[config.mk]
export PLATFORM = sky130hd
export DESIGN_NAME = execTop
export DESIGN_NICKNAME = d
export VERILOG_FILES = /design/src/source/execPkg.sv /design/src/source/stageReg.sv /design/src/source/operandBypass.sv /design/src/source/shiftAlu.sv /design/src/source/multUnit.sv /design/src/source/resultMerge.sv /design/src/source/execTop.sv
export SDC_FILE = /design/constraint.sdc
export NUM_CORES = 2
export LEC_CHECK = 0
export ABC_CLOCK_PERIOD_IN_PS = 23100
export BUFFER_PORTS_ARGS = -buffer_cell sky130_fd_sc_hd__buf_2
export CORE_ASPECT_RATIO = 1.75
export CORE_MARGIN = 10
export CORE_UTILIZATION = 65
export CTS_BUF_LIST = sky130_fd_sc_hd__clkbuf_16
export DETAILED_ROUTE_END_ITERATION = 6
export PLACE_DENSITY = 0.83
export SYNTH_ARGS = -nofsm -noshare
export SYNTH_HDL_FRONTEND = slang
export SYNTH_HIERARCHICAL = 1
export SYNTH_SLANG_ARGS = --single-unit
export TNS_END_PERCENT = 50
[constraint.sdc]
create_clock -name clk -period 23.1 [get_ports clk]
set_clock_uncertainty 0.1 [all_clocks]
set_input_delay 1.155 -clock clk [delete_from_list [all_inputs] [get_ports clk]]
set_output_delay 1.155 -clock clk [all_outputs]
set_load 0.02 [all_outputs]
[src/source/execPkg.sv]
package execPkg;

  // ==========================================================
  // Widths
  // ==========================================================
  localparam int dataW  = 32;
  localparam int regW   = 4;
  localparam int shAmtW = 5;

  // ==========================================================
  // Operation encodings
  // ==========================================================
  // Result source of a bundle
  // Shift class bundles carry aluMov, so the ALU C is the shifter carry
  typedef enum logic [1:0] {
    opAlu   = 2'd0,
    opShift = 2'd1,
    opMult  = 2'd2
  } opClassT;

  // ARM data-processing opcodes, in instruction encoding order
  typedef enum logic [3:0] {
    aluAnd = 4'h0,
    aluEor = 4'h1,
    aluSub = 4'h2,
    aluRsb = 4'h3,
    aluAdd = 4'h4,
    aluAdc = 4'h5,
    aluSbc = 4'h6,
    aluRsc = 4'h7,
    aluTst = 4'h8,
    aluTeq = 4'h9,
    aluCmp = 4'ha,
    aluCmn = 4'hb,
    aluOrr = 4'hc,
    aluMov = 4'hd,
    aluBic = 4'he,
    aluMvn = 4'hf
  } aluOpT;

  // Shift type field, bits 6:5 of the instruction
  typedef enum logic [1:0] {
    shLsl = 2'd0,
    shLsr = 2'd1,
    shAsr = 2'd2,
    shRor = 2'd3
  } shiftT;

  typedef enum logic [1:0] {
    mulLo  = 2'd0,
    umulHi = 2'd1,
    smulHi = 2'd2
  } multOpT;

  // ==========================================================
  // Bundles
  // ==========================================================
  typedef struct packed {
    logic n;
    logic z;
    logic c;
    logic v;
  } flagsT;

  // Decode output, registered into the execute stage
  typedef struct packed {
    logic              valid;
    opClassT           opClass;
    aluOpT             aluOp;
    shiftT             shiftType;
    multOpT            multOp;
    logic              shiftByReg;
    logic [shAmtW-1:0] shiftAmt;
    logic              useImm;
    logic [dataW-1:0]  imm;
    logic [regW-1:0]   srcA;
    logic [regW-1:0]   srcB;
    logic [regW-1:0]   dest;
    logic              writeReg;
    logic              setFlags;
    logic [dataW-1:0]  rdA;
    logic [dataW-1:0]  rdB;
  } decBundleT;

  // Execute output, registered into the memory stage
  typedef struct packed {
    logic             valid;
    logic [dataW-1:0] result;
    logic [dataW-1:0] storeData;
    logic [regW-1:0]  dest;
    logic             writeReg;
  } memBundleT;

endpackage

[src/source/stageReg.sv]
module stageReg #(
  parameter type payloadT = logic [31:0]
) (
  input  logic    clk,
  input  logic    arstN,
  input  logic    en,
  input  logic    flush,
  input  payloadT d,
  output payloadT q
);

  // ==========================================================
  // Pipeline register
  // ==========================================================
  // Flush loads an all zero bundle, so valid drops and a bubble enters
  // Enable low holds the current bundle for a stall
  always_ff @(posedge clk or negedge arstN) begin
    if (!arstN) begin
      q <= '0;
    end else if (flush) begin
      q <= '0;
    end else if (en) begin
      q <= d;
    end
  end

  // Hazard control must never flush a stage it is also stalling
  // Otherwise the held bundle would be lost
  property noFlushInStall;
    @(posedge clk) disable iff (!arstN)
      flush |-> en;
  endproperty

  flushStallCheck: assert property (noFlushInStall)
    else $error("stageReg flush asserted while stalled");

endmodule

[src/source/operandBypass.sv]
module operandBypass import execPkg::*; (
  input  decBundleT        exIn,
  input  memBundleT        memFwd,
  input  logic             wbValid,
  input  logic [regW-1:0]  wbDest,
  input  logic [dataW-1:0] wbResult,
  output logic [dataW-1:0] opA,
  output logic [dataW-1:0] opB,
  output logic [dataW-1:0] storeData
);

  // Forwarded B before the immediate mux
  logic [dataW-1:0] fwdB;

  // Hit flags per source, kept separate for waveform debug
  logic memHitA;
  logic memHitB;
  logic wbHitA;
  logic wbHitB;

  // ==========================================================
  // Forwarding comparisons
  // ==========================================================
  // Memory stage hit needs a valid bundle that writes a register
  assign memHitA = memFwd.valid && memFwd.writeReg && (memFwd.dest == exIn.srcA);
  assign memHitB = memFwd.valid && memFwd.writeReg && (memFwd.dest == exIn.srcB);

  // Writeback return path carries its own valid
  assign wbHitA = wbValid && (wbDest == exIn.srcA);
  assign wbHitB = wbValid && (wbDest == exIn.srcB);

  // Newest value wins, memory stage ahead of writeback
  function automatic logic [dataW-1:0] pickNewest(
    input logic             memHit,
    input logic             wbHit,
    input logic [dataW-1:0] memData,
    input logic [dataW-1:0] wbData,
    input logic [dataW-1:0] rfData
  );
    logic [dataW-1:0] sel;
    if (memHit) begin
      sel = memData;
    end else if (wbHit) begin
      sel = wbData;
    end else begin
      sel = rfData;
    end
    return sel;
  endfunction

  // ==========================================================
  // Operand selection
  // ==========================================================
  assign opA  = pickNewest(memHitA, wbHitA, memFwd.result, wbResult, exIn.rdA);
  assign fwdB = pickNewest(memHitB, wbHitB, memFwd.result, wbResult, exIn.rdB);

  // Immediate replaces operand B only
  assign opB = exIn.useImm ? exIn.imm : fwdB;

  // Store data is always the register value of srcB
  assign storeData = fwdB;

endmodule

[src/source/shiftAlu.sv]
module shiftAlu import execPkg::*; (
  input  logic [dataW-1:0]  opA,
  input  logic [dataW-1:0]  opB,
  input  aluOpT             aluOp,
  input  shiftT             shiftType,
  input  logic              shiftByReg,
  input  logic [shAmtW-1:0] shiftAmt,
  input  logic              carryIn,
  output logic [dataW-1:0]  aluResult,
  output flagsT             aluFlags,
  output logic [dataW-1:0]  shiftResult
);

  // Shift amount, a full byte when it comes from a register
  logic [7:0] amt;
  logic       amtBig;

  // Extended shifts, carry-out sits in the spare bit
  logic [dataW:0]        lslExt;
  logic [dataW:0]        lsrExt;
  logic signed [dataW:0] asrExt;
  logic [2*dataW-1:0]    rorExt;
  logic                  shiftCarry;

  // Adder operands after inversion for the subtract forms
  logic [dataW-1:0] addA;
  logic [dataW-1:0] addB;
  logic             addCin;
  logic [dataW:0]   sum;
  logic             isArith;
  logic [dataW-1:0] logicRes;

  // ==========================================================
  // Barrel shifter
  // ==========================================================
  assign amt    = shiftByReg ? opA[7:0] : 8'(shiftAmt);
  assign amtBig = |amt[7:5];

  assign lslExt = {1'b0, opB} << amt[4:0];
  assign lsrExt = {opB, 1'b0} >> amt[4:0];
  assign asrExt = $signed({opB, 1'b0}) >>> amt[4:0];
  assign rorExt = {opB, opB} >> amt[4:0];

  always_comb begin
    // Zero amount passes value and carry through
    shiftResult = opB;
    shiftCarry  = carryIn;
    if (amt != 8'd0) begin
      case (shiftType)
        shLsl: begin
          shiftResult = amtBig ? '0 : lslExt[dataW-1:0];
          shiftCarry  = amtBig ? ((amt == 8'd32) & opB[0]) : lslExt[dataW];
        end
        shLsr: begin
          shiftResult = amtBig ? '0 : lsrExt[dataW:1];
          shiftCarry  = amtBig ? ((amt == 8'd32) & opB[dataW-1]) : lsrExt[0];
        end
        shAsr: begin
          // Saturates to a sign fill
          shiftResult = amtBig ? {dataW{opB[dataW-1]}} : asrExt[dataW:1];
          shiftCarry  = amtBig ? opB[dataW-1] : asrExt[0];
        end
        default: begin
          // Rotate is modulo 32, carry is the new top bit
          shiftResult = rorExt[dataW-1:0];
          shiftCarry  = rorExt[dataW-1];
        end
      endcase
    end
  end

  // ==========================================================
  // ALU
  // ==========================================================
  always_comb begin
    addA    = opA;
    addB    = shiftResult;
    addCin  = 1'b0;
    isArith = 1'b1;
    case (aluOp)
      aluSub, aluCmp: begin
        addB   = ~shiftResult;
        addCin = 1'b1;
      end
      aluRsb: begin
        addA   = ~opA;
        addCin = 1'b1;
      end
      aluAdd, aluCmn: addCin = 1'b0;
      aluAdc: addCin = carryIn;
      aluSbc: begin
        addB   = ~shiftResult;
        addCin = carryIn;
      end
      aluRsc: begin
        addA   = ~opA;
        addCin = carryIn;
      end
      default: isArith = 1'b0;
    endcase
  end

  assign sum = {1'b0, addA} + {1'b0, addB} + {{dataW{1'b0}}, addCin};

  always_comb begin
    case (aluOp)
      aluAnd, aluTst: logicRes = opA & shiftResult;
      aluEor, aluTeq: logicRes = opA ^ shiftResult;
      aluOrr:         logicRes = opA | shiftResult;
      aluMov:         logicRes = shiftResult;
      aluBic:         logicRes = opA & ~shiftResult;
      aluMvn:         logicRes = ~shiftResult;
      default:        logicRes = '0;
    endcase
  end

  assign aluResult = isArith ? sum[dataW-1:0] : logicRes;

  // Logical ops take C from the shifter, V is kept by the merger
  always_comb begin
    aluFlags.n = aluResult[dataW-1];
    aluFlags.z = (aluResult == '0);
    aluFlags.c = isArith ? sum[dataW] : shiftCarry;
    aluFlags.v = isArith & (addA[dataW-1] == addB[dataW-1])
                 & (sum[dataW-1] != addA[dataW-1]);
  end

endmodule

[src/source/multUnit.sv]
module multUnit import execPkg::*; (
  input  logic [dataW-1:0] opA,
  input  logic [dataW-1:0] opB,
  input  multOpT           multOp,
  output logic [dataW-1:0] multResult,
  output logic             multN,
  output logic             multZ
);

  // Sign extension only for the signed high word
  logic signExt;

  // Operands widened by one bit so a single signed multiplier serves both
  logic signed [dataW:0] extA;
  logic signed [dataW:0] extB;

  // Full 64-bit product
  logic signed [2*dataW-1:0] prod;

  // ==========================================================
  // Product
  // ==========================================================
  assign signExt = (multOp == smulHi);

  // Unsigned forms zero extend, which keeps the product non-negative
  assign extA = {signExt & opA[dataW-1], opA};
  assign extB = {signExt & opB[dataW-1], opB};

  // Low word is the same for signed and unsigned
  assign prod = extA * extB;

  // ==========================================================
  // Word select
  // ==========================================================
  // Signedness already lives in the product, so both high forms share one word
  always_comb begin
    case (multOp)
      umulHi, smulHi: multResult = prod[2*dataW-1:dataW];
      default:        multResult = prod[dataW-1:0];
    endcase
  end

  // Flags from the returned word only
  assign multN = multResult[dataW-1];
  assign multZ = (multResult == '0);

endmodule

[src/source/resultMerge.sv]
module resultMerge import execPkg::*; (
  input  logic             clk,
  input  logic             arstN,
  input  logic             en,
  input  decBundleT        exIn,
  input  logic [dataW-1:0] aluResult,
  input  flagsT            aluFlags,
  input  logic [dataW-1:0] shiftResult,
  input  logic [dataW-1:0] multResult,
  input  logic             multN,
  input  logic             multZ,
  input  logic [dataW-1:0] storeData,
  output memBundleT        memNext,
  output flagsT            flags
);

  flagsT            flagsNext;
  logic [dataW-1:0] result;
  logic             isLogic;
  logic             isCompare;

  assign isLogic   = exIn.aluOp inside {aluAnd, aluEor, aluTst, aluTeq,
                                        aluOrr, aluMov, aluBic, aluMvn};
  assign isCompare = (exIn.opClass == opAlu)
                     && (exIn.aluOp inside {aluTst, aluTeq, aluCmp, aluCmn});

  // ==========================================================
  // Result and flag select
  // ==========================================================
  always_comb begin
    result    = '0;
    flagsNext = flags;
    case (exIn.opClass)
      opAlu: begin
        result      = aluResult;
        flagsNext.n = aluFlags.n;
        flagsNext.z = aluFlags.z;
        flagsNext.c = aluFlags.c;
        // Logical ops leave V alone
        flagsNext.v = isLogic ? flags.v : aluFlags.v;
      end
      opShift: begin
        result      = shiftResult;
        flagsNext.n = shiftResult[dataW-1];
        flagsNext.z = (shiftResult == '0);
        flagsNext.c = aluFlags.c;
      end
      opMult: begin
        // C and V kept
        result      = multResult;
        flagsNext.n = multN;
        flagsNext.z = multZ;
      end
      default: result = '0;
    endcase
  end

  // Compares update flags only, no register write
  assign memNext = '{valid:     exIn.valid,
                     result:    result,
                     storeData: storeData,
                     dest:      exIn.dest,
                     writeReg:  exIn.writeReg & ~isCompare};

  // NZCV register, loads with the exMem edge
  always_ff @(posedge clk or negedge arstN) begin
    if (!arstN) begin
      flags <= '0;
    end else if (en && exIn.valid && exIn.setFlags) begin
      flags <= flagsNext;
    end
  end

  // Decode must hand over exactly one result source per live bundle
  legalClassCheck: assert property (@(posedge clk) disable iff (!arstN)
    (en && exIn.valid) |-> (exIn.opClass inside {opAlu, opShift, opMult}))
    else $error("resultMerge illegal opClass %0d", exIn.opClass);

endmodule

[src/source/execTop.sv]
module execTop import execPkg::*; (
  input  logic             clk,
  input  logic             arstN,
  input  decBundleT        decIn,
  input  logic             stall,
  input  logic             flush,
  input  logic             wbValid,
  input  logic [regW-1:0]  wbDest,
  input  logic [dataW-1:0] wbResult,
  output memBundleT        memOut,
  output flagsT            flags
);

  decBundleT        exIn;
  memBundleT        memNext;
  logic [dataW-1:0] opA;
  logic [dataW-1:0] opB;
  logic [dataW-1:0] storeData;
  logic [dataW-1:0] aluResult;
  logic [dataW-1:0] shiftResult;
  logic [dataW-1:0] multResult;
  flagsT            aluFlags;
  logic             multN;
  logic             multZ;

  // ==========================================================
  // Decode to execute register
  // ==========================================================
  stageReg #(.payloadT(decBundleT)) idEx (
    .clk, .arstN, .en(~stall), .flush, .d(decIn), .q(exIn)
  );

  // ==========================================================
  // Execute datapath
  // ==========================================================
  // Memory stage result fed back from the exMem register
  operandBypass bypass (
    .exIn, .memFwd(memOut), .wbValid, .wbDest, .wbResult,
    .opA, .opB, .storeData
  );

  // Carry into the shifter comes from the held flags
  shiftAlu alu (
    .opA, .opB, .aluOp(exIn.aluOp), .shiftType(exIn.shiftType),
    .shiftByReg(exIn.shiftByReg), .shiftAmt(exIn.shiftAmt),
    .carryIn(flags.c), .aluResult, .aluFlags, .shiftResult
  );

  multUnit mult (
    .opA, .opB, .multOp(exIn.multOp), .multResult, .multN, .multZ
  );

  resultMerge merge (
    .clk, .arstN, .en(~stall), .exIn, .aluResult, .aluFlags,
    .shiftResult, .multResult, .multN, .multZ, .storeData,
    .memNext, .flags
  );

  // Execute to memory register, never flushed
  stageReg #(.payloadT(memBundleT)) exMem (
    .clk, .arstN, .en(~stall), .flush(1'b0), .d(memNext), .q(memOut)
  );

endmodule

==> metrics <==
ys flop type=dfrtp_1; Post-CTS Setup Inserts=0; WS Path Type=in2reg; commonest cells after routing, fill and taps aside=1276 x inv_1, 1127 x fa_1, 992 x nand2_1; setup tns final=0 ps; number of filler cells placed in the layout=7324; CP max FO=35; Syn Inst Count=7149; Yosys warnings=6; MaxCap Viol Count=1; vias in the first global route=61440; Hold Vio Cnt, Final=0; Static Leak=30.11 nW; CP delay by family, top=adder cells; startpoint class of the critical path=primary input; gr ovfl total=0; Avg Cell Area, Syn=8.618 um2; final worst-path cycle share=0.5363; total CTS buffers=18; GRT Util Overall=0.4771; fmax=80.72 MHz; dpl cells=8225; Slew headroom=0.003719; worst vdd ir=0.0001169 V; first-pass GRT wire length=377500 um; R2R Path Start=exMem/q[3]$_DFFE_PN0P_; HPWL after DPL=187400 um; initial antenna violation count=21; design area=0.06445 mm2; CP max-delay cell=nand2_1; DR pass1 iterations=7; Synth Register Bits=202; Rows=149; Worst Path Required=23480 ps; commonest non-fill, non-tap cell in the layout=inv_1; clk slew on worst S/H paths=80 ps; Worst Path Buf+Inv=6; GPL Wtd Cong=1.102; average wire per standard cell=30.72 um; Mapped Nets=8726; Worst setup EP type=register; Slew Viols, Final=0; Vias=57050; Most common cell on crit path=fa_1; R2R Setup Slk=10960 ps; largest net degree at the start of global routing=88; final wirelength=254100 um; post-CTS resize count=0; RR Endpoint=merge/flags[2]$_DFFE_PN0P_; Worst-Margin Slew=1488 ps; Clock Tree Root=clkbuf_16; failing checks=DRC, capacitance limit; nets=8616; crit-path max cell delay=780 ps; Die Y=427.3 um; # hold bufs at CTS=0; Hold Crit Depth=2; Worst Hold End=idEx/q[57]$_DFFE_PN0P_; final non-filler cell total=8273; Max Root-Sink Buffers=3; Via density=6.896; H-Tree Depth=1; Post-synth EDFFs=0; FFs w/ async S/R, synth=1.000; Tightest Hold Check Type=reg2reg; Power, Total=0.005818 W; CTS tree=built; library cells used by synthesis=114; Die W=252.7 um; r2r worst-path depth=37; clk sink count=202; min Tclk post-route=12390 ps; final setup fails=0; Initial Util=0.6544; later-pin clock latency in the skew report=590 ps; Mapped Area=0.06161 mm2; CORE AREA=0.09415 mm2; post-synthesis sequential area ratio=0.08204; RSZ-0062 raised after global routing=no; io pins=243; Placed Area=0.06381 mm2; status=complete, but fails checks; area delta synth->final=4.608%; 1st-iter DRT viols=6907; drt drc=96; die area=0.1080 mm2; proportion of layout cells with a drive suffix above 1=0.09233; Port Buffers=242; antenna viol nets, final=0; Hold Startpoint=idEx/q[57]$_DFFE_PN0P_; PD cells=90.27 mW/mm2; Crit path arrival time=12770 ps
==> tightest hold or removal path, stage by stage, from the launching register on <==
cell,delay (ps)
dfrtp_1,350
mux2i_1,60
nor2_1,80
==> per-layer routing <==
layer	track usage	part of all wire	vias to the layer above
met4	0.4829	0.13	20
met2	0.7497	0.45	4640
met3	0.1589	0.13	1992
met1	0.4855	0.29	27820
met5	0	0.00054	-
li1	-	-	22580
==> synth_stat cells, types with 14 or more instances <==
cell type,n,area share
o22ai_1,40,0.0041
o41ai_1,34,0.0048
a211oi_1,26,0.0032
a21oi_1,210,0.017
nand2b_1,43,0.0044
o21a_1,24,0.0029
nand2_1,993,0.060
buf_4,45,0.0055
buf_12,14,0.0045
o211ai_1,33,0.0040
o21ai_1,19,0.0015
buf_6,16,0.0029
o21ai_0,216,0.018
mux2i_1,301,0.049
fa_1,1127,0.37
nor4_1,29,0.0029
xor2_1,39,0.0055
and3_1,36,0.0037
a222oi_1,33,0.0054
nand4_1,64,0.0065
nor2_1,419,0.026
buf_2,68,0.0055
or2_2,16,0.0016
a21o_1,33,0.0040
dfrtp_1,202,0.082
o21bai_1,15,0.0018
xnor2_1,124,0.018
nand3_1,95,0.0077
a221oi_1,17,0.0024
and2_1,287,0.029
mux2_2,21,0.0038
nor3_1,111,0.0090
clkbuf_1,359,0.022
mux4_2,52,0.019
ha_1,281,0.057
a31oi_1,128,0.013
inv_1,1277,0.078
==> logic make-up after synthesis <==
group	after synthesis	synth area share
AO/OA/AOI/OAI	1003	0.1087
XOR/XNOR	166	0.02396
adder cells (fa/ha/maj)	1408	0.4232
buffers and inverters	1805	0.1220
flip-flops	202	0.08204
multiplexers	397	0.07942
other	1	0.00006086
AND/OR/NAND/NOR	2167	0.1606
==> flip-flops by register name, indices dropped and copies added (netlist names) <==
register	count
exMem/q	70
idEx/q	128
merge/flags	4
==> report_power, final <==
part	internal [W]	total, W	switching (W)
clock	0.000167	0.000328	0.000161
sequential	0.000380	0.000431	0.0000511
combinational	0.00167	0.00506	0.00338
==> worst max-delay path by stage <==
| stage | startpoint | end | slack (ps) | cells past startpoint |
|---|---|---|---|---|
| after floorplan | wbValid | merge/flags[2]$_DFFE_PN0P_ | 12460 | 39 |
| after global placement | wbValid | merge/flags[2]$_DFFE_PN0P_ | 10550 | 35 |
| after detailed placement | wbValid | merge/flags[2]$_DFFE_PN0P_ | 10420 | 35 |
| after CTS | wbValid | merge/flags[2]$_DFFE_PN0P_ | 10950 | 35 |
| after global routing | wbValid | merge/flags[2]$_DFFE_PN0P_ | 10200 | 35 |
| final | wbValid | merge/flags[2]$_DFFE_PN0P_ | 10710 | 35 |
==> layout make-up <==
cell class | instances | area, um2 | area share
Tap cell | 1208 | 1511 | 0.02345
Antenna cell | 14 | 35.03 | 0.0005436
Timing Repair Buffer | 395 | 2371 | 0.03679
Sequential cell | 202 | 5056 | 0.07845
Clock buffer | 18 | 450.4 | 0.006989
Clock inverter | 14 | 140.1 | 0.002174
Multi-Input combinational cell | 5142 | 50080 | 0.7769
Inverter | 1280 | 4812 | 0.07466
==> stage by stage <==
stage | util | hold slack [ps] | worst slack (ps)
2_1_floorplan | - | 377.1 | 12460
3_3_place_gp | 0.6777 | 394.2 | 10550
3_5_place_dp | 0.6777 | 401.8 | 10420
4_1_cts | 0.6840 | 425.6 | 10950
5_1_grt | 0.6842 | 448.5 | 10200
6_report | 0.6846 | 424.6 | 10710
Power figures use the tool's default switching activity.
